===== config.mk =====
export PLATFORM = sky130hd
export DESIGN_NAME = dsp_ram_aau
export DESIGN_NICKNAME = d
export VERILOG_FILES = /design/src/dsp_isa_pkg.sv /design/src/dsp_ram_aau.sv
export SDC_FILE = /design/constraint.sdc
export NUM_CORES = 1
export LEC_CHECK = 0
export ABC_CLOCK_PERIOD_IN_PS = 1700
export BUFFER_PORTS_ARGS = -buffer_cell sky130_fd_sc_hd__buf_2
export CAP_MARGIN = 25
export CORE_MARGIN = 3
export CORE_UTILIZATION = 26
export CTS_BUF_LIST = sky130_fd_sc_hd__clkbuf_16
export CTS_CLUSTER_DIAMETER = 40
export DETAILED_ROUTE_END_ITERATION = 10
export GPL_ROUTABILITY_DRIVEN = 0
export PLACE_DENSITY = 0.54
export RECOVER_POWER = 50
export SLEW_MARGIN = 0
export SYNTH_ARGS = -nofsm -noshare
export SYNTH_HDL_FRONTEND = slang
export SYNTH_SLANG_ARGS = --single-unit

===== constraint.sdc =====
create_clock -name clk -period 1.7 [get_ports clk]
set_clock_uncertainty 0.15 [all_clocks]
set_input_delay 0.085 -clock clk [delete_from_list [all_inputs] [get_ports clk]]
set_output_delay 0.085 -clock clk [all_outputs]
set_load 0.005 [all_outputs]

===== src/dsp_isa_pkg.sv =====
// Instruction word layout, field positions and the opcode encoding
package dsp_isa_pkg;

    localparam int INSTR_W   = 16;
    localparam int OPC_W     = 4;
    localparam int OPND_W    = 12;
    localparam int OPC_LSB   = INSTR_W - OPC_W;
    localparam int PTR_SEL_W = 2;

    // Pointer select sits high in the operand for LDP, low for RDX and WRA
    localparam int LDP_SEL_LSB = OPND_W - PTR_SEL_W;
    localparam int IDX_SEL_LSB = 0;

    // Code 15 is unassigned and executes as a NOP
    typedef enum logic [OPC_W-1:0] {
        NOP  = 4'd0,
        LDX  = 4'd1,
        LDY  = 4'd2,
        LDP  = 4'd3,
        RDX  = 4'd4,
        WRA  = 4'd5,
        MPY  = 4'd6,
        MAC  = 4'd7,
        CLRA = 4'd8,
        OUT  = 4'd9,
        INP  = 4'd10,
        GOTO = 4'd11,
        LDC  = 4'd12,
        DJNZ = 4'd13,
        HALT = 4'd14
    } opcode_t;

endpackage

===== src/dsp_ram_aau.sv =====
// Four RAM pointer registers with immediate load and post-increment
module dsp_ram_aau #(
    parameter int RAM_AW = 6
) (
    input  logic                              clk,
    input  logic                              arst_n,
    input  logic                              cen,
    input  logic                              ptr_load,
    input  logic                              ptr_post,
    input  logic [dsp_isa_pkg::PTR_SEL_W-1:0] ptr_sel,
    input  logic [dsp_isa_pkg::OPND_W-1:0]    operand,
    output logic [RAM_AW-1:0]                 ram_addr
);
    import dsp_isa_pkg::*;

    localparam int NPTR = 2**PTR_SEL_W;

    logic [RAM_AW-1:0] ptr [NPTR];

    // Selected pointer addresses the RAM directly
    assign ram_addr = ptr[ptr_sel];

    always_ff @(posedge clk or negedge arst_n) begin
        if (!arst_n) begin
            for (int i = 0; i < NPTR; i++) begin
                ptr[i] <= '0;
            end
        end else if (cen) begin
            if (ptr_load) begin
                ptr[ptr_sel] <= RAM_AW'(operand);
            end else if (ptr_post) begin
                // Wraps at the top of the RAM
                ptr[ptr_sel] <= ptr[ptr_sel] + 1'b1;
            end
        end
    end

    a_ptr_excl: assert property (@(posedge clk) disable iff (!arst_n)
        !(ptr_load && ptr_post));

endmodule


==> impl_metrics.env, run 1 <==
export IMPL_drc=0
export IMPL_synth_warnings=0
export IMPL_grt_pass1_vias=952
export IMPL_worstSetupPathType="flip-flop to flip-flop"
export IMPL_fin_tns_setup_ps=-2390
export IMPL_grt_busiest_layer="met2"
export IMPL_leakage_nw=0.732
export IMPL_drv_slew=0
export IMPL_nFillCells=438
export IMPL_largest_register_ffs=24
export IMPL_switching_share_pct=30.4
export IMPL_synth_area_leaders="dfrtp_1 50%, mux4_2 9.4%, nand2_1 7.9%"
export IMPL_worst_slew_pin_transition_ps=614
export IMPL_regMostFlops="ptr"
export IMPL_vias=933
export IMPL_yosys_most_used_dff="dfrtp_1"
export IMPL_p_sw_uw=683
export IMPL_yosys_area_share_simple_pct=12.6
export IMPL_die_area_mm2=0.00543
export IMPL_slew_headroom_pct=59.0
export IMPL_ys_seq_area_share_pct=50.4
export IMPL_viasPerCell=4.91
export IMPL_synth_most_common_cell="nand2_1"
export IMPL_top_regs="ptr x24"
export IMPL_fp_dieW_um=73.7
export IMPL_critPathCaptureType="flip-flop"
export IMPL_fin_cells=190
export IMPL_critPathLaunch="ptr[1]"
export IMPL_status="finished, violations left"
export IMPL_synth_cells=105
export IMPL_syn_nets=125
export IMPL_initial_core_util_pct=27.2
export IMPL_cts_made_buffers=3
export IMPL_antenna_found_initial=0
export IMPL_period_share_pct=110
export IMPL_critical_path_endpoint="ptr[20]"
export IMPL_tritoncts="built"
export IMPL_num_rows=24
export IMPL_core_area_mm2=0.00438
export IMPL_synth_top_family_by_area="multiplexers"
export IMPL_portBuffers=18
export IMPL_setup_viol=26
export IMPL_grt_use_met2_pct=17.8
export IMPL_wl_per_cell_um=14.7
export IMPL_r2r_start="ptr[1]"
export IMPL_nets=160
export IMPL_die_h_um=73.7
export IMPL_avgSynthCellArea_um2=11.4
export IMPL_grt_use_met3_pct=1.37
export IMPL_drtAntennaViolNets=0
export IMPL_ff2ff_path_depth=5
export IMPL_clock_latency_ps=260
export IMPL_reg2reg_setup_slack_ps=-170
export IMPL_synth_edff_count=0
export IMPL_violations="negative setup slack"
export IMPL_synthArstFlopShare_pct=100
export IMPL_grt_pass1_wl_mm=4.63
export IMPL_overflow=0
export IMPL_clockPowerShare_pct=22.5
export IMPL_muxShareOfSynthArea_pct=20.7
export IMPL_place_inst=183
export IMPL_post_synth_top_area_cell="dfrtp_1"
export IMPL_crit_arrival_ps=1870
export IMPL_grt_use_total_pct=11.3
export IMPL_clockRootBuffer="clkbuf_16"
export IMPL_final_hold_viol_count=0
export IMPL_synthesis_area_mm2=0.00119
export IMPL_drv_cap=0
export IMPL_worstPathMaxFanout=4
export IMPL_finalWorstSetupSlack_ps=-175
export IMPL_use_met1_pct=15.9
export IMPL_drive_gt1_share_pct=47.8
export IMPL_worstHoldStart="operand[1]"
export IMPL_area_growth_pct=38.2
export IMPL_period_needed_ps=1870
export IMPL_irDropWorstVdd_mv=0.495
export IMPL_timing_rr_end="ptr[20]"
export IMPL_fmax_mhz=533
export IMPL_worstPathRequired_ps=1690
export IMPL_p_per_area_mw_per_mm2=1360
export IMPL_diodes=0
export IMPL_synth_xor_area_share_pct=2.20
export IMPL_holdCritPathClass="primary input to flip-flop"
export IMPL_synth_top_cell_area_share_pct=50.4
export IMPL_synth_fa_ha_area_share_pct=1.05
export IMPL_drt_iter0_drc=37
export IMPL_clk_pin_slew_ps=60
export IMPL_rsz0062_at_grt="yes"
export IMPL_cp_start_kind="flip-flop"
export IMPL_wirelength_mm=2.80
export IMPL_ys_ff_latch=24
export IMPL_grt_max_degree=25
export IMPL_place_detailed_hpwl_mm=2.08
export IMPL_pin_count=25
export IMPL_synth_compound_area_share_pct=10.4
export IMPL_yosysUniqueCellTypes=25
export IMPL_seq_power_share_pct=37.9
export IMPL_cts_buffer_depth=2
export IMPL_cts_max_level=1
export IMPL_numClockSinks=24
export IMPL_dr_pass1_iters=4
export IMPL_synth_commonest_cells="25 x nand2_1, 24 x dfrtp_1, 14 x o21ai_0"
export IMPL_p_int_mw=1.56
export IMPL_combPwrFrac_pct=39.6
-- power groups by stage --
stage / Combinational, mW / Clock (mW) / Sequential [mW]
global placement: 0.681 / 0 / 0.848
CTS: 0.773 / 0.517 / 0.854
detailed placement: 0.688 / 0 / 0.867
global route: 0.975 / 0.537 / 0.877
floorplan: 0.469 / 0 / 0.826
finish: 0.890 / 0.505 / 0.852
-- metal layers --
metal | part of all wire (%) | wire length [um]
met3 | 4.2 | 117
met1 | 46 | 1290
met4 | 1.0 | 29
met5 | 0 | 0
met2 | 49 | 1360
-- kinds of logic after synthesis --
group | after synthesis
AOI/OAI and AO/OA | 21
adders and majority gates | 1
buffers and inverters | 6
muxes | 16
DFF | 24
and+or+nand+nor | 34
xor gates and xnor gates | 3
-- placed cells by master (no fill, tap or decap), types with 4 or more instances in the layout --
master / netlist / final
mux4_2: 5 / 6
mux2_2: 6 / 6
buf_2: 2 / 15
o31ai_1: 4 / 4
buf_4: 0 / 14
dfrtp_1: 24 / 24
nand2_1: 25 / 25
buf_6: 1 / 4
o21ai_2: 0 / 5
o21ai_1: 0 / 8
-- through the flow --
step / setup slack (ps) / total power [mW] / util, % / hold slack [ps] / area (um^2)
6_report: -175 / 2.25 / 37.6 / 0.565 / 1650
5_1_grt: -221 / 2.39 / 37.6 / 21.2 / 1650
4_1_cts: -156 / 2.14 / 35.7 / 5.42 / 1560
3_5_place_dp: -229 / 1.55 / 32.8 / -39.3 / 1440
3_3_place_gp: -204 / 1.53 / 32.8 / -57.9 / 1440
2_1_floorplan: -135 / 1.30 / - / -361 / 1210
-- what timing repair did --
item,4_1_cts,5_1_grt
gates resized for setup,9,15
pin swaps,13,7
hold buffers,1,0
hold endpoints to repair,24,0
setup buffers,3,1
setup endpoints to repair,23,27
gates cloned,0,0
-- cell type report --
cell class / count / area (um^2) / area share, %
clock buffers: 3 / 75.1 / 4.56
well taps: 52 / 65.1 / 3.95
inverters: 1 / 3.75 / 0.228
multi-input cells: 75 / 663 / 40.2
flip-flops and latches: 24 / 601 / 36.4
repair buffers: 35 / 240 / 14.6
-- how the worst min path moves through the flow --
stage	to	cells past startpoint
global route	ptr[1]	3
detailed placement	ptr[6]	1
finish	ptr[1]	3
CTS	ptr[19]	3
floorplan	ptr[0]	0
global placement	ptr[6]	1
-- critical path: stages (launching register included) --
cell and delay (ps):
dfrtp_1 380, mux4_2 530, ha_4 210, xnor2_2 140
o21ai_2 90, mux2_2 270
(Power assumes the default switching activity.)
==> inputs of run 2 (changes only) <==
CORE_UTILIZATION = 25   (was 26)
PLACE_DENSITY = 0.52   (was 0.54)
SKIP_LAST_GASP = 1   (was unset)
==> impl_metrics.env, run 2 (synthesis gave the netlist of run 1 again) <==
export IMPL_status="finished, violations left"
export IMPL_violations="negative hold slack, negative setup slack"
export IMPL_setup_viol=22
export IMPL_p_int_mw=1.55
export IMPL_drive_gt1_share_pct=47.8
export IMPL_drt_iter0_drc=46
export IMPL_final_common_cell="nand2_1"
export IMPL_cts_max_level=1
export IMPL_place_detailed_hpwl_mm=2.15
export IMPL_slew_headroom_pct=60.4
export IMPL_r2r_start="ptr[1]"
export IMPL_period_share_pct=112
export IMPL_antenna_found_initial=0
export IMPL_leakage_nw=0.728
export IMPL_portBuffers=18
export IMPL_numClockSinks=24
export IMPL_holdCritPathClass="primary input to flip-flop"
export IMPL_drv_slew=0
export IMPL_fin_tns_setup_ps=-2570
export IMPL_crit_arrival_ps=1890
export IMPL_worstHoldStart="operand[4]"
export IMPL_largest_register_ffs=24
export IMPL_clockRootBuffer="clkbuf_16"
export IMPL_p_sw_uw=700
export IMPL_finalWorstSetupSlack_ps=-197
export IMPL_worstSetupPathType="flip-flop to flip-flop"
export IMPL_top_regs="ptr x24"
export IMPL_grt_use_total_pct=11.1
export IMPL_clk_pin_slew_ps=70
export IMPL_place_inst=181
export IMPL_diodes=0
export IMPL_p_per_area_mw_per_mm2=1370
export IMPL_tritoncts="built"
export IMPL_layout_common_cells="25 x nand2_1, 24 x dfrtp_1, 16 x buf_2"
export IMPL_combPwrFrac_pct=38.9
export IMPL_final_hold_viol_count=2
export IMPL_worstPathMaxFanout=4
export IMPL_switching_share_pct=31.1
export IMPL_die_area_mm2=0.00563
export IMPL_worstPathRequired_ps=1690
export IMPL_period_needed_ps=1900
export IMPL_grt_pass1_vias=981
export IMPL_rsz0062_at_grt="yes"
export IMPL_irDropWorstVdd_mv=0.557
export IMPL_cts_buffer_depth=2
export IMPL_whs_ps=-4.86
export IMPL_num_rows=24
export IMPL_initial_core_util_pct=26.6
export IMPL_critPathMaxStageDelay_ps=530
export IMPL_seq_power_share_pct=38.0
export IMPL_cts_made_buffers=3
export IMPL_viasPerCell=4.89
export IMPL_grt_pass1_wl_mm=4.67
export IMPL_area_growth_pct=37.0
export IMPL_drc=0
export IMPL_nets=157
export IMPL_grt_max_degree=25
export IMPL_dp_slack_ps=-247
export IMPL_drtAntennaViolNets=0
export IMPL_drv_cap=0
export IMPL_slowest_stage="mux4_2"
export IMPL_path_cells="mux4_2 -> ha_4 -> xnor2_2 -> o21ai_2 -> mux2_2"
export IMPL_reg2reg_setup_slack_ps=-200
export IMPL_vias=919
export IMPL_overflow=0
export IMPL_dr_pass1_iters=4
export IMPL_pin_count=25
export IMPL_core_area_mm2=0.00447
export IMPL_fmax_mhz=527
export IMPL_wirelength_mm=2.88
export IMPL_regMostFlops="ptr"
export IMPL_clockPowerShare_pct=23.1
export IMPL_wl_per_cell_um=15.3
export IMPL_fp_dieW_um=75.1
export IMPL_die_h_um=75.1
export IMPL_fin_cells=188
export IMPL_critPathLaunch="ptr[1]"
export IMPL_worst_slew_pin_transition_ps=594
export IMPL_cp_start_kind="flip-flop"
export IMPL_clock_latency_ps=260
export IMPL_critPathCaptureType="flip-flop"
run 2: layout make-up:
| type | count | area (um^2) |
|---|---|---|
| sequential | 24 | 601 |
| multi-input combinational | 75 | 667 |
| fill | 441 | 2840 |
| tap | 52 | 65.1 |
| clock inverter | 1 | 3.75 |
| timing repair buffer | 32 | 219 |
| inverter | 1 | 3.75 |
| clock buffer | 3 | 75.1 |
run 2: path summary, 6_finish.rpt:
path                            cells after the start  endpoint
worst max-delay path                                5   ptr[20]
min in group asynchronous                           2    ptr[7]
max in group asynchronous                           2   ptr[23]
worst min register to register                      2   ptr[17]
worst min-delay path                                3   ptr[16]
worst max register to register                      5   ptr[20]
run 2: power groups by stage:
stage	Sequential (mW)	Clock (mW)	Combinational [mW]
2_1_floorplan	0.826	0	0.469
3_3_place_gp	0.847	0	0.668
5_1_grt	0.870	0.539	0.952
6_report	0.853	0.520	0.873
3_5_place_dp	0.863	0	0.676
4_1_cts	0.855	0.521	0.787
run 2: timing repair:
| item | CTS | global route |
|---|---|---|
| pin swaps | 11 | 10 |
| hold buffers | 1 | 0 |
| setup endpoints to repair | 22 | 25 |
| gates resized for setup | 15 | 12 |
| setup buffers | 2 | 0 |
| endpoints found under the hold margin | 24 | 0 |
run 2: through the flow:
step	cell area, um^2	power, mW	util [%]
CTS	1570	2.16	35.1
global route	1630	2.36	36.5
detailed placement	1420	1.54	31.8
global placement	1420	1.51	31.8
finish	1630	2.25	36.5
floorplan	1210	1.30	-
run 2: critical path: cells and delay by family (launching register included):
kind | cells | cell delay (ps)
mux | 2 | 810
flops | 1 | 380
fa+ha+maj | 1 | 200
xor+xnor | 1 | 140
compound gates | 1 | 90
run 2: metal layers:
metal	part of all wire, %	up-vias	global-route usage, %
met5	0	-	0
met4	1.2	0	2.96
met3	4.7	5	2.14
met2	47	19	18.2
met1	47	455	15.2
li1	-	440	-
==> inputs of run 3 (changes only) <==
ABC_AREA = 1   (was unset)
PLACE_DENSITY = 0.51   (was 0.52)
==> impl_metrics.env, run 3 <==
export IMPL_nFillCells=632
export IMPL_clk_pin_slew_ps=60
export IMPL_regMostFlops="ptr"
export IMPL_fin_tns_setup_ps=0
export IMPL_die_area_mm2=0.00698
export IMPL_wirelength_mm=4.21
export IMPL_leakage_nw=0.987
export IMPL_worstHoldStart="operand[1]"
export IMPL_hold_depth=3
export IMPL_slew_headroom_pct=59.3
export IMPL_grt_use_met3_pct=3.36
export IMPL_overflow=0
export IMPL_synth_cells=201
export IMPL_cp_start_kind="flip-flop"
export IMPL_layout_common_cells="89 x nand2_1, 24 x dfrtp_1, 18 x nand3_1"
export IMPL_tritoncts="built"
export IMPL_worstSetupPathType="flip-flop to flip-flop"
export IMPL_status="complete, no violations"
export IMPL_dp_slack_ps=31.3
export IMPL_grt_use_total_pct=12.9
export IMPL_rsz0062_at_grt="no"
export IMPL_setup_viol=0
export IMPL_ff2ff_path_depth=10
export IMPL_pin_count=25
export IMPL_finalPower_mw=2.03
export IMPL_wl_per_cell_um=13.7
export IMPL_crit_arrival_ps=1570
export IMPL_worst_slew_pin_transition_ps=611
export IMPL_synth_edff_count=0
export IMPL_nets=256
export IMPL_top_regs="ptr x24"
export IMPL_dr_pass1_iters=5
export IMPL_critPathCaptureType="flip-flop"
export IMPL_synthesis_area_mm2=0.00150
export IMPL_largest_register_ffs=24
export IMPL_grt_pass1_vias=1352
export IMPL_ys_seq_area_share_pct=39.9
export IMPL_post_synth_top_area_cell="dfrtp_1"
export IMPL_r2r_start="ptr[7]"
export IMPL_core_area_mm2=0.00568
export IMPL_place_detailed_hpwl_mm=3.10
export IMPL_grt_use_met2_pct=19.2
export IMPL_drv_cap=0
export IMPL_ys_ff_latch=24
export IMPL_clock_latency_ps=260
export IMPL_cts_buffer_depth=2
export IMPL_diodes=0
export IMPL_drive_gt1_share_pct=32.8
export IMPL_clockRootBuffer="clkbuf_16"
export IMPL_final_common_cell="nand2_1"
export IMPL_drt_iter0_drc=70
export IMPL_die_h_um=83.6
export IMPL_cts_made_buffers=3
export IMPL_fmax_mhz=635
export IMPL_yosysUniqueCellTypes=23
export IMPL_fp_dieW_um=83.6
export IMPL_worstPathMaxFanout=4
export IMPL_vias=1344
export IMPL_irDropWorstVdd_mv=0.528
export IMPL_syn_nets=221
export IMPL_yosys_most_used_dff="dfrtp_1"
export IMPL_synth_commonest_cells="87 x nand2_1, 24 x dfrtp_1, 18 x nand3_1"
export IMPL_postCtsSetupRepairBufs=0
export IMPL_synth_most_common_cell="nand2_1"
export IMPL_avgSynthCellArea_um2=7.48
export IMPL_drv_slew=0
export IMPL_synth_top_cell_area_share_pct=39.9
export IMPL_drc=0
export IMPL_viasPerCell=4.38
export IMPL_period_share_pct=92.6
export IMPL_synth_area_leaders="dfrtp_1 40%, nand2_1 22%, nand2_2 6.7%"
export IMPL_num_rows=27
export IMPL_antenna_found_initial=0
export IMPL_grt_busiest_layer="met2"
export IMPL_drtAntennaViolNets=0
export IMPL_synth_warnings=0
export IMPL_area_growth_pct=24.7
export IMPL_cts_max_level=1
export IMPL_finalWorstSetupSlack_ps=125
export IMPL_p_per_area_mw_per_mm2=1080
export IMPL_grt_pass1_wl_mm=7.08
export IMPL_initial_core_util_pct=26.5
export IMPL_period_needed_ps=1580
export IMPL_reg2reg_setup_slack_ps=120
export IMPL_worstPathRequired_ps=1700
export IMPL_holdCritPathClass="primary input to flip-flop"
export IMPL_synthArstFlopShare_pct=100
export IMPL_use_met1_pct=18.9
export IMPL_final_hold_viol_count=0
export IMPL_portBuffers=18
export IMPL_holdPathEnd="ptr[7]"
export IMPL_grt_max_degree=25
export IMPL_timing_rr_end="ptr[20]"
export IMPL_numClockSinks=24
[run 3: cell count changes after synthesis, sizes merged, moves of 4 or more]
cell   change
nand2     +82
nand3     +22
nor2      +12
o21ai     -12
inv       +11
mux2       -6
mux4       -6
mux2i      -4
o31ai      -4
[run 3: per-layer routing]
metal / share of wire (%) / up-vias
met5: 0 / -
met4: 0.45 / 0
met3: 3.8 / 2
met2: 43 / 22
met1: 53 / 617
li1: - / 703
[run 3: layout make-up]
type	count	area [um^2]	area share (%)
Clock buffer	3	75.1	4.00
Clock inverter	1	30.0	1.60
Inverter	14	52.6	2.80
Multi-Input combinational cell	160	810	43.2
Sequential cell	24	601	32.0
Tap cell	72	90.1	4.80
Timing Repair Buffer	33	218	11.6
[run 3: where the power goes]
| group | internal (mW) | switching, mW | leakage (nW) | total, mW |
|---|---|---|---|---|
| logic | 0.231 | 0.337 | 0.640 | 0.568 |
| registers | 0.701 | 0.0790 | 0.296 | 0.780 |
| clock network | 0.468 | 0.215 | 0.0511 | 0.683 |
| total | 1.40 | 0.631 | 0.987 | 2.03 |
[run 3: logic make-up (layout without fill, tap and decap cells)]
logic type      Yosys count  count (layout)  synth area share [%]
compound gates            9               9                  3.91
fa+ha+maj                 1               1                 0.832
buf+inv                  17              51                  6.32
flops                    24              24                  39.9
simple gates            150             150                  49.0
[run 3: worst max path at each step]
| stage | start | endpoint | depth (start not counted) |
|---|---|---|---|
| global placement | ptr_sel[0] | ptr[17] | 12 |
| global route | ptr[7] | ptr[20] | 10 |
| floorplan | ptr[7] | ptr[8] | 10 |
| detailed placement | ptr_sel[0] | ptr[5] | 12 |
| CTS | ptr[7] | ptr[20] | 10 |
| finish | ptr[7] | ptr[20] | 10 |
[run 3: per-stage QoR]
stage	util, %	hold WS [ps]	cells	cell area, um^2
detailed placement	31.0	-34.6	302	1760
global route	33.0	57.8	307	1880
floorplan	-	-361	201	1500
finish	33.0	34.5	307	1880
global placement	31.0	-36.8	302	1760
CTS	33.0	25.9	307	1870
[run 3: critical path, stage by stage, from the launching register on]
cell     delay [ps]
dfrtp_1         380
nand2_2          60
nand2_1          60
nand2_1          50
nand2_2          90
ha_2            220
inv_1            90
a21oi_2         150
o21ai_2          90
nand3_1          70
nand2_1          60
[run 3: repair_timing]
item | 4_1_cts | 5_1_grt
hold buffers | 1 | 0
resized for setup | 0 | 2
endpoints found under the hold margin | 24 | 0
setup endpoints to repair | 0 | 4
