`config.mk`:
```
export PLATFORM = sky130hd
export DESIGN_NAME = dsp_dau
export DESIGN_NICKNAME = d
export VERILOG_FILES = /design/src/dsp_dau_pkg.sv /design/src/dsp_isa_pkg.sv /design/src/dsp_dau.sv
export SDC_FILE = /design/constraint.sdc
export NUM_CORES = 1
export LEC_CHECK = 0
export ABC_AREA = 1
export ABC_CLOCK_PERIOD_IN_PS = 8500
export BUFFER_PORTS_ARGS = -buffer_cell sky130_fd_sc_hd__buf_2
export CELL_PAD_IN_SITES_DETAIL_PLACEMENT = 0
export CELL_PAD_IN_SITES_GLOBAL_PLACEMENT = 1
export CORE_MARGIN = 4
export CORE_UTILIZATION = 46
export CTS_CLUSTER_DIAMETER = 200
export DETAILED_ROUTE_END_ITERATION = 6
export PLACE_DENSITY = 0.84
export SYNTH_ARGS = -nofsm -noshare
export SYNTH_HDL_FRONTEND = slang
export SYNTH_SLANG_ARGS = --single-unit
```
`constraint.sdc`:
```
create_clock -name clk -period 8.5 [get_ports clk]
set_input_delay 0.425 -clock clk [delete_from_list [all_inputs] [get_ports clk]]
set_output_delay 0.425 -clock clk [all_outputs]
set_load 0.005 [all_outputs]
```
`src/dsp_dau_pkg.sv`:
```
// Data path widths and the accumulator half select used by the output port
package dsp_dau_pkg;

    localparam int DATA_W = 16;
    localparam int PROD_W = 2 * DATA_W;
    // Four guard bits above the product
    localparam int ACC_W  = PROD_W + 4;

    typedef enum logic {
        LOW_HALF  = 1'b0,
        HIGH_HALF = 1'b1
    } out_half_t;

endpackage

```
`src/dsp_isa_pkg.sv`:
```
// Instruction word layout, field positions and the opcode encoding
package dsp_isa_pkg;

    localparam int INSTR_W   = 16;
    localparam int OPC_W     = 4;
    localparam int OPND_W    = 12;
    localparam int OPC_LSB   = INSTR_W - OPC_W;
    localparam int PTR_SEL_W = 2;

    // Pointer select sits high in the operand for LDP, low for RDX and WRA
    localparam int LDP_SEL_LSB = OPND_W - PTR_SEL_W;
    localparam int IDX_SEL_LSB = 0;

    // Code 15 is unassigned and executes as a NOP
    typedef enum logic [OPC_W-1:0] {
        NOP  = 4'd0,
        LDX  = 4'd1,
        LDY  = 4'd2,
        LDP  = 4'd3,
        RDX  = 4'd4,
        WRA  = 4'd5,
        MPY  = 4'd6,
        MAC  = 4'd7,
        CLRA = 4'd8,
        OUT  = 4'd9,
        INP  = 4'd10,
        GOTO = 4'd11,
        LDC  = 4'd12,
        DJNZ = 4'd13,
        HALT = 4'd14
    } opcode_t;

endpackage
```
`src/dsp_dau.sv`:
```
// Data arithmetic unit with x, y and accumulator registers and the multiplier
module dsp_dau (
    input  logic                           clk,
    input  logic                           arst_n,
    input  logic                           cen,
    input  logic [dsp_isa_pkg::OPND_W-1:0] operand,
    input  logic [dsp_dau_pkg::DATA_W-1:0] ram_dout,
    input  logic [dsp_dau_pkg::DATA_W-1:0] pio_din,
    input  logic                           x_imm_load,
    input  logic                           y_imm_load,
    input  logic                           x_ram_load,
    input  logic                           x_pio_load,
    input  logic                           mpy,
    input  logic                           mac,
    input  logic                           acc_clr,
    output logic [dsp_dau_pkg::DATA_W-1:0] acc_dout,
    output logic [dsp_dau_pkg::ACC_W-1:0]  acc_full
);
    import dsp_isa_pkg::*;
    import dsp_dau_pkg::*;

    logic signed [DATA_W-1:0] x;
    logic signed [DATA_W-1:0] y;
    logic signed [ACC_W-1:0]  acc;
    logic        [DATA_W-1:0] imm_ext;
    logic signed [PROD_W-1:0] prod;
    logic signed [ACC_W-1:0]  prod_ext;

    // Immediates are 12-bit two's complement
    assign imm_ext  = {{(DATA_W-OPND_W){operand[OPND_W-1]}}, operand};
    assign prod     = x * y;
    assign prod_ext = {{(ACC_W-PROD_W){prod[PROD_W-1]}}, prod};

    always_ff @(posedge clk or negedge arst_n) begin
        if (!arst_n) begin
            x   <= '0;
            y   <= '0;
            acc <= '0;
        end else if (cen) begin
            if (x_imm_load) begin
                x <= imm_ext;
            end else if (x_ram_load) begin
                x <= ram_dout;
            end else if (x_pio_load) begin
                x <= pio_din;
            end
            if (y_imm_load) begin
                y <= imm_ext;
            end
            // MAC adds the product of the current x and y
            if (acc_clr) begin
                acc <= '0;
            end else if (mpy) begin
                acc <= prod_ext;
            end else if (mac) begin
                acc <= acc + prod_ext;
            end
        end
    end

    assign acc_dout = acc[DATA_W-1:0];
    assign acc_full = acc;

    a_x_src: assert property (@(posedge clk) disable iff (!arst_n)
        $onehot0({x_imm_load, x_ram_load, x_pio_load}));

endmodule

```
==> run_results.csv, run 1 <==
group,metric,value,unit
status,outcome,"completed",
logic_synthesis,synth-compound-area-share,9.45,%
clocking,h-tree-depth,3,
floorplan,dieArea,31100,um2
floorplan,row_count,61,
logic_synthesis,netlist_instances,1863,
logic_synthesis,synthMostInstantiatedCell,"nand2_1",
routing,drcViolationCount,0,
timing,timing.final.crit_share,89.4,%
timing,report.final.hold_viol_count,0,
floorplan,count_of_pins_on_the_block_boundary,106,
placement,detailedPlacementHpwl,30.2,mm
clocking,clock_insertion_delay_worst_skew,0.36,ns
logic_synthesis,total_standard_cell_area_after_synthesis,13000,um2
global_route,first_global_vias,11898,
logic_synthesis,synth_top_cell_area_share,27.5,%
logic_synthesis,mappedNetlistNets,2193,
timing,maxSlewHeadroom,31.7,%
placement,dp.cells,2276,
cells_and_area,final_cells,2292,
timing,final.setup.tns,0,ns
flow_run,maxcap_viol_count,0,
setup_path,criticalPathCategory,"reg -> reg",
clocking,clock_sinks,64,
global_route,track_usage,24.8,%
setup_path,worst-endpoint-required,8.75,ns
clocking,cts.repair_timing.setup_buffer_count,0,
setup_path,timing.critical_path.fanout_max,17,
logic_synthesis,synth_fa_ha_area_share,36.8,%
logic_synthesis,synth.yosys.seq_area_share,12.3,%
clocking,post_cts_resized,0,
routing,wl_per_cell,16.1,um
global_route,grt_first_pass_wirelength,61.5,mm
routing,final_antenna_net_count,0,
logic_synthesis,largest_cells_by_area_after_synthesis,"fa_1 27%, nand2_1 15%, dfrtp_1 12%, inv_1 12%, ha_1 9.3%",
logic_synthesis,synth_edf_count,0,
logic_synthesis,synth.ff_latch_count,64,
logic_synthesis,synth_top_family_by_area,"adder cells",
timing,final.setup_skew,0.0162,ns
clocking,cts.clk_slew.worst_paths,0.07,ns
logic_synthesis,synth.avg_cell_area,7.00,um2
cells_and_area,multiInputGateArea,9530,um2
timing,timing.final.max_slew_violations,0,
logic_synthesis,synth_ff_type,"dfrtp_1",
clocking,cts_tree,"built",
clocking,total_clock_buffers_created_by_cts,9,
logic_synthesis,async_flop_share,100,%
routing,route.vias.total,11698,
logic_synthesis,post_synth_xor_area_fraction,1.28,%
setup_path,timing.critical_path.to_type,"flop",
timing,worstMarginPinSlew,1.02,ns
timing,max_fclk,132,MHz
timing,grt_setup_unrepaired,"false",
logic_synthesis,synth_cell_types,47,
global_route,grt_antenna_before_repair,0,
floorplan,floorplan.initialDensity,46.8,%
cells_and_area,seq_area,1600,um2
global_route,pin_count_of_the_biggest_net_entering_global_routing,65,
clocking,cts_root_buf,"clkbuf_16",
logic_synthesis,commonest_cells_post_synth,"528 x nand2_1, 411 x inv_1, 179 x fa_1, 120 x nor2_1, 97 x ha_1",
floorplan,chipWidth,176,um
floorplan,die_height,176,um
global_route,grt.overflow.total,0,
logic_synthesis,fraction_of_synthesized_area_in_multiplexers,0.950,%
routing,drt_pre_antenna_iters,5,
cells_and_area,areaGrowthSynthToFinish,7.81,%
logic_synthesis,yosys.area.top_type,"fa_1",
routing,drt-initial-drc-count,955,
logic_synthesis,yosysWarningCount,0,
timing,final_period_minus_worst_setup_slack,7.60,ns
cells_and_area,share_of_cells_above_drive_strength_1,8.52,%
logic_synthesis,synthSimpleGateAreaFrac,24.6,%
placement,port_buffers,105,
routing,totalWireLength,36.9,mm
routing,routed_via_density,5.10,
timing,final-setup-viol-count,0,
cells_and_area,antennaDiodeCount,0,
setup_path,startpoint_type,"flop",
floorplan,fp.coreArea,27900,um2
clocking,postCtsHoldBufs,0,
clocking,cts-root-to-sink-buffers,2,
placement,gpl.final_weighted_congestion,0.921,
setup_path,timing.critical_path.arrival,7.86,ns
cells_and_area,nFillCells,2872,
min_path,hp-class,"in -> async",
cells_and_area,fin_nets,2239,
[metrics by stage]
stage	hold WS (ns)	instance area (um2)	util (%)	worst slack [ns]
2_1_floorplan	0.129	13000	-	2.41
3_5_place_dp	0.499	13700	49.3	1.12
5_1_grt	0.333	14100	50.5	0.522
3_3_place_gp	0.492	13700	49.3	1.10
4_1_cts	0.304	14100	50.5	1.07
6_report	0.281	14100	50.5	0.898
[cells by family (layout without fill, tap and decap cells)]
kind of cell,after synthesis,after routing
XOR/XNOR,19,19
buffers and inverters,494,545
flip-flops,64,64
multiplexers,11,11
AO/OA/AOI/OAI,213,213
adder cells (fa/ha/maj),276,276
AND/OR/NAND/NOR,786,786
[routing by layer]
metal | vias to the layer above | track usage, % | wire (um)
met5 | - | 0 | 0
met4 | 0 | 7.38 | 990
met3 | 50 | 4.13 | 2310
met2 | 323 | 39.1 | 16700
met1 | 5594 | 35.4 | 16900
li1 | 5731 | - | -
[layout make-up]
class | count | share of cell area (%)
well taps | 378 | 3.36
clock buffers | 11 | 1.73
flip-flops and latches | 64 | 11.4
clock inverters | 5 | 0.569
inverters | 418 | 11.2
repair buffers | 111 | 4.06
multi-input cells | 1305 | 67.7
[sequential cells by signal, summed over array words and instances, names as in the netlist]
name and cells:
y 12, acc_full 36, x 16
[final timing paths]
kind / from / endpoint / slack [ns] / cells after the start
setup / recovery: y[0] / acc_full[33] / 0.90 / 27
hold / removal: arst_n / acc_full[2] / 0.28 / 2
setup reg to reg: y[0] / acc_full[33] / 0.90 / 27
hold reg to reg: acc_full[32] / acc_full[32] / 0.51 / 2
max in group asynchronous: arst_n / x[15] / 7.58 / 2
min in group clk: operand[3] / y[3] / 0.33 / 2
[critical path, cell delays in order (launching register included)]
cell	delay, ns
dfrtp_1	0.72
nand2_1	0.24
fa_1	0.58
inv_1	0.07
ha_1	0.50
inv_1	0.18
fa_1	0.51
inv_1	0.05
fa_1	0.53
inv_1	0.05
fa_1	0.47
inv_1	0.04
ha_1	0.33
nand2_1	0.14
nor4_1	0.64
o21ai_0	0.48
nand4_1	0.23
nand2_1	0.08
ha_1	0.37
nand2_1	0.13
nor2_1	0.33
nand2_1	0.14
nor2_1	0.17
nand3_1	0.17
nand4_1	0.14
nand3_1	0.08
nand2_1	0.07
nand2_1	0.05
[placed cells by master, fill, tap and decap left out, types with 8 or more instances in the layout]
cell type	count
o21ai_0	69
a21oi_1	76
a31oi_1	8
o21bai_1	13
nand3_1	88
ha_1	97
inv_1	411
xor2_1	16
dfrtp_1	64
fa_1	179
clkbuf_16	9
nor2_1	120
buf_2	105
mux2_2	11
o21ai_1	10
nand4_1	16
o211ai_1	20
nor3_1	9
nand2_1	528
Power of run 1 is left out: the tool's default activity adds up to more than one toggle a clock period on the data nets, which glitch-free logic cannot reach.
==> run 2, diff against run 1 <==
- ABC_AREA: 1 -> 0
- CORE_UTILIZATION: 46 -> 48
==> run_results.csv, run 2 <==
group,metric,value,unit
status,outcome,"completed",
setup_path,startpoint_type,"flop",
placement,dp.cells,1726,
global_route,grt.overflow.total,0,
logic_synthesis,synth_ff_type,"dfrtp_1",
setup_path,crit_slowest_cell,"dfrtp_1",
logic_synthesis,synth.yosys.seq_area_share,13.6,%
cells_and_area,multiInputGateArea,9040,um2
timing,final.setup_skew,0.00938,ns
clocking,h-tree-depth,3,
timing,timing.final.crit_share,94.9,%
routing,drt-initial-drc-count,477,
logic_synthesis,yosys.area.top_type,"fa_1",
placement,port_buffers,105,
routing,wl_per_cell,16.4,um
global_route,pin_count_of_the_biggest_net_entering_global_routing,65,
floorplan,fp.coreArea,24200,um2
global_route,first_global_vias,9542,
logic_synthesis,yosysWarningCount,0,
cells_and_area,final_common_cell,"inv_1",
routing,final_antenna_net_count,0,
logic_synthesis,synthMostInstantiatedCell,"inv_1",
timing,max_fclk,124,MHz
placement,gpl.final_weighted_congestion,0.916,
clocking,clock_insertion_delay_worst_skew,0.35,ns
timing,timing.final.max_slew_violations,0,
setup_path,timing.critical_path.slowest_cell_delay,0.74,ns
floorplan,die_height,165,um
logic_synthesis,total_standard_cell_area_after_synthesis,11800,um2
timing,report.final.hold_viol_count,0,
clocking,cts-root-to-sink-buffers,2,
cells_and_area,nFillCells,2356,
clocking,cts_tree,"built",
logic_synthesis,mappedNetlistNets,1693,
clocking,postCtsHoldBufs,0,
routing,routed_via_density,5.37,
setup_path,criticalPathCategory,"reg -> reg",
setup_path,worst-endpoint-required,8.74,ns
setup_path,critPathTopFamily,"compound AO/OA/AOI/OAI gates",
clocking,cts.clk_slew.worst_paths,0.06,ns
routing,totalWireLength,28.5,mm
logic_synthesis,async_flop_share,100,%
timing,worstMarginPinSlew,0.910,ns
floorplan,dieArea,27100,um2
clocking,post_cts_resized,0,
cells_and_area,fin_nets,1743,
floorplan,chipWidth,165,um
logic_synthesis,synth_top_cell_area_share,30.4,%
clocking,total_clock_buffers_created_by_cts,9,
cells_and_area,final_cells,1742,
cells_and_area,share_of_cells_above_drive_strength_1,11.5,%
flow_run,maxcap_viol_count,0,
cells_and_area,areaGrowthSynthToFinish,7.90,%
timing,maxSlewHeadroom,39.3,%
timing,grt_setup_unrepaired,"false",
cells_and_area,seq_area,1600,um2
setup_path,timing.critical_path.arrival,8.31,ns
logic_synthesis,synth_edf_count,0,
cells_and_area,antennaDiodeCount,0,
timing,final.setup.tns,0,ns
logic_synthesis,synth.ff_latch_count,64,
logic_synthesis,synth.avg_cell_area,8.64,um2
logic_synthesis,commonest_cells_post_synth,"219 x inv_1, 195 x nand2_1, 179 x fa_1, 97 x ha_1, 80 x a21oi_1",
timing,final_period_minus_worst_setup_slack,8.07,ns
setup_path,timing.critical_path.to_type,"flop",
cells_and_area,final_cell_mix,"219 x inv_1, 195 x nand2_1, 179 x fa_1",
floorplan,floorplan.initialDensity,48.6,%
clocking,cts_root_buf,"clkbuf_16",
global_route,grt_antenna_before_repair,1,
routing,drt_pre_antenna_iters,4,
global_route,grt_first_pass_wirelength,47.3,mm
logic_synthesis,largest_cells_by_area_after_synthesis,"fa_1 30%, dfrtp_1 14%, ha_1 10%, inv_1 7.0%, nand2_1 6.2%",
clocking,cts.repair_timing.setup_buffer_count,0,
min_path,hp-class,"in -> async",
global_route,track_usage,22.0,%
logic_synthesis,synth_cell_types,67,
logic_synthesis,netlist_instances,1363,
timing,final-setup-viol-count,0,
clocking,clock_sinks,64,
setup_path,timing.critical_path.fanout_max,17,
floorplan,row_count,57,
cells_and_area,max_reg_flops,36,
routing,route.vias.total,9355,
setup_path,cp_common_cell,"fa_1",
setup_path,cp.buffers_inverters,3,
floorplan,count_of_pins_on_the_block_boundary,106,
routing,drcViolationCount,0,
placement,detailedPlacementHpwl,23.1,mm
run 2: final timing paths:
check | depth (start not counted) | slack [ns] | start | endpoint
min | 2 | 0.29 | arst_n | acc_full[34]
max reg2reg | 29 | 0.43 | y[5] | acc_full[27]
min reg2reg | 2 | 0.53 | acc_full[19] | acc_full[19]
max in group asynchronous | 2 | 7.56 | arst_n | y[4]
min in group clk | 2 | 0.32 | operand[8] | y[8]
max | 29 | 0.43 | y[5] | acc_full[27]
run 2: layer usage:
layer  GRT usage [%]  wire length (um)
met1            29.3             12600
met2            37.8             14100
met3            2.92              1200
met4            6.05               619
met5               0                 0
run 2: through the flow:
stage	utilization, %	hold slack [ns]	area (um2)	setup WS (ns)
finish	52.4	0.293	12700	0.430
global route	52.4	0.323	12700	0.00426
CTS	52.4	0.311	12700	0.530
detailed placement	51.3	0.514	12400	0.620
global placement	51.3	0.505	12400	0.662
floorplan	-	0.129	11800	1.23
run 2: cell type report:
type                    count  area share (%)
clock buffers              13            1.97
multi-input cells        1008            71.2
inverters                 220            6.50
clock inverters             3           0.138
flip-flops and latches     64            12.6
well taps                 324            3.19
repair buffers            110            4.43
run 2: cells by family after synthesis:
family | share of synthesized area [%]
AO/OA/AOI/OAI | 13.4
adder cells (fa/ha/maj) | 40.7
AND/OR/NAND/NOR | 15.3
XOR/XNOR | 4.31
multiplexers | 2.70
buffers and inverters | 9.94
flip-flops | 13.6
run 2: worst reg2reg max path: cells and delay by family, from the launching register on:
| kind | cells | cell delay (ns) |
|---|---|---|
| AO/OA/AOI/OAI | 14 | 3.28 |
| adder cells (fa/ha/maj) | 7 | 3.17 |
| flip-flops | 1 | 0.74 |
| AND/OR/NAND/NOR | 3 | 0.31 |
| XOR/XNOR | 2 | 0.30 |
| buffers and inverters | 3 | 0.16 |
Power of run 2 is left out for the same reason.
==> run 3, diff against run 2 <==
- ABC_CLOCK_PERIOD_IN_PS: 8500 -> 9300
- BUFFER_PORTS_ARGS: -buffer_cell sky130_fd_sc_hd__buf_2 -> -buffer_cell sky130_fd_sc_hd__buf_4
- CORE_UTILIZATION: 48 -> 51
- PLACE_DENSITY: 0.84 -> 0.88
- clock period: 8.5 -> 9.3 ns (I/O delays scaled with it)
==> run_results.csv, run 3 (synthesis results as in run 2) <==
group,metric,value,unit
setup_path,startpoint_type,"flop",
routing,totalWireLength,29.2,mm
setup_path,criticalPathCategory,"reg -> reg",
cells_and_area,fin_nets,1740,
timing,final.setup.tns,0,ns
cells_and_area,share_of_cells_above_drive_strength_1,11.3,%
cells_and_area,max_reg_flops,36,
global_route,pin_count_of_the_biggest_net_entering_global_routing,65,
setup_path,timing.critical_path.fanout_max,17,
floorplan,row_count,55,
routing,drcViolationCount,0,
routing,drt_pre_antenna_iters,5,
status,outcome,"completed",
timing,timing.final.max_slew_violations,0,
routing,routed_via_density,5.52,
global_route,grt_antenna_before_repair,0,
clocking,clock_sinks,64,
cells_and_area,areaGrowthSynthToFinish,9.88,%
global_route,first_global_vias,9698,
clocking,post_cts_resized,0,
setup_path,crit_slowest_cell,"dfrtp_1",
routing,wl_per_cell,17.2,um
placement,detailedPlacementHpwl,23.2,mm
routing,drt-initial-drc-count,516,
placement,port_buffers,105,
timing,report.final.hold_viol_count,0,
setup_path,worst-endpoint-required,9.56,ns
routing,final_antenna_net_count,0,
timing,maxSlewHeadroom,38.9,%
clocking,cts_root_buf,"clkbuf_16",
clocking,cts.repair_timing.setup_buffer_count,0,
setup_path,timing.critical_path.arrival,8.29,ns
routing,route.vias.total,9379,
setup_path,timing.critical_path.to_type,"flop",
cells_and_area,final_cell_mix,"219 x inv_1, 195 x nand2_1, 179 x fa_1",
clocking,cts_tree,"built",
flow_run,maxcap_viol_count,0,
floorplan,chipWidth,160,um
clocking,h-tree-depth,3,
clocking,cts.clk_slew.worst_paths,0.06,ns
floorplan,floorplan.initialDensity,51.9,%
setup_path,cp_common_cell,"inv_1",
clocking,clock_insertion_delay_worst_skew,0.35,ns
timing,max_fclk,125,MHz
global_route,track_usage,23.7,%
timing,final_period_minus_worst_setup_slack,8.03,ns
floorplan,fp.coreArea,22700,um2
timing,finalWorstSetupSlack,1.27,ns
setup_path,critPathTopFamily,"adder cells",
floorplan,die_height,160,um
floorplan,dieArea,25600,um2
cells_and_area,antennaDiodeCount,0,
timing,final-setup-viol-count,0,
timing,grt_setup_unrepaired,"false",
timing,worstMarginPinSlew,0.916,ns
cells_and_area,nFillCells,2111,
clocking,cts-root-to-sink-buffers,2,
timing,timing.final.crit_share,86.3,%
clocking,total_clock_buffers_created_by_cts,9,
timing,final.setup_skew,0.00679,ns
global_route,grt.overflow.total,0,
clocking,postCtsHoldBufs,0,
setup_path,timing.critical_path.slowest_cell_delay,0.70,ns
cells_and_area,final_common_cell,"inv_1",
setup_path,cp.buffers_inverters,5,
placement,pre_cts_ws,1.33,ns
global_route,grt_first_pass_wirelength,49.5,mm
min_path,hp-class,"in -> async",
placement,gpl.final_weighted_congestion,0.894,
floorplan,count_of_pins_on_the_block_boundary,106,
run 3: cell count changes in the layout (fill, tap and decap cells not counted), moves of 2 or more:
| cell | delta |
|---|---|
| buf_2 | -105 |
| buf_4 | +102 |
| bufinv_16 | +2 |
| clkbuf_1 | -2 |
| clkinv_2 | -2 |
| dfrtp_1 | +2 |
| dfrtp_2 | -2 |
run 3: metal layers:
metal | vias up | share of wire (%) | GRT usage, %
met5 | - | 0 | 0
met4 | 0 | 1.8 | 5.44
met3 | 32 | 4.7 | 3.10
met2 | 220 | 52 | 42.0
met1 | 4681 | 42 | 31.2
li1 | 4446 | - | -
run 3: stage by stage:
stage                     hold WS [ns]  util (%)  cells  instance area [um2]
final                            0.250      57.0   1700                12900
after global routing             0.326      57.0   1700                12900
after CTS                        0.284      57.0   1700                12900
after detailed placement         0.506      55.6   1684                12600
after global placement           0.494      55.6   1684                12600
after floorplan                  0.169         -   1363                11800
run 3: path summary, 6_finish.rpt:
check | start | end | slack (ns) | cells after the start
hold reg to reg | acc_full[33] | acc_full[33] | 0.52 | 2
setup reg to reg | y[0] | acc_full[35] | 1.27 | 28
setup / recovery | y[0] | acc_full[35] | 1.27 | 28
hold / removal | arst_n | acc_full[34] | 0.25 | 1
max in group asynchronous | arst_n | x[4] | 8.45 | 1
min in group clk | operand[2] | y[2] | 0.36 | 2
run 3: final cells by class:
| class | instances | area, um2 | area share (%) |
|---|---|---|---|
| Timing Repair Buffer | 107 | 803 | 6.21 |
| Clock buffer | 10 | 229 | 1.77 |
| Sequential cell | 64 | 1600 | 12.4 |
| Inverter | 220 | 826 | 6.38 |
| Multi-Input combinational cell | 1008 | 9030 | 69.8 |
| Clock inverter | 6 | 92.6 | 0.715 |
| Tap cell | 285 | 357 | 2.76 |
run 3: worst reg2reg max path, delay by kind of cell, from the launching register on:
kind            cells  cell delay [ns]
compound gates      9             2.27
flops               1             0.70
fa+ha+maj           7             3.23
buf+inv             5             0.35
simple gates        7             1.38
Power of run 3 is left out for the same reason.
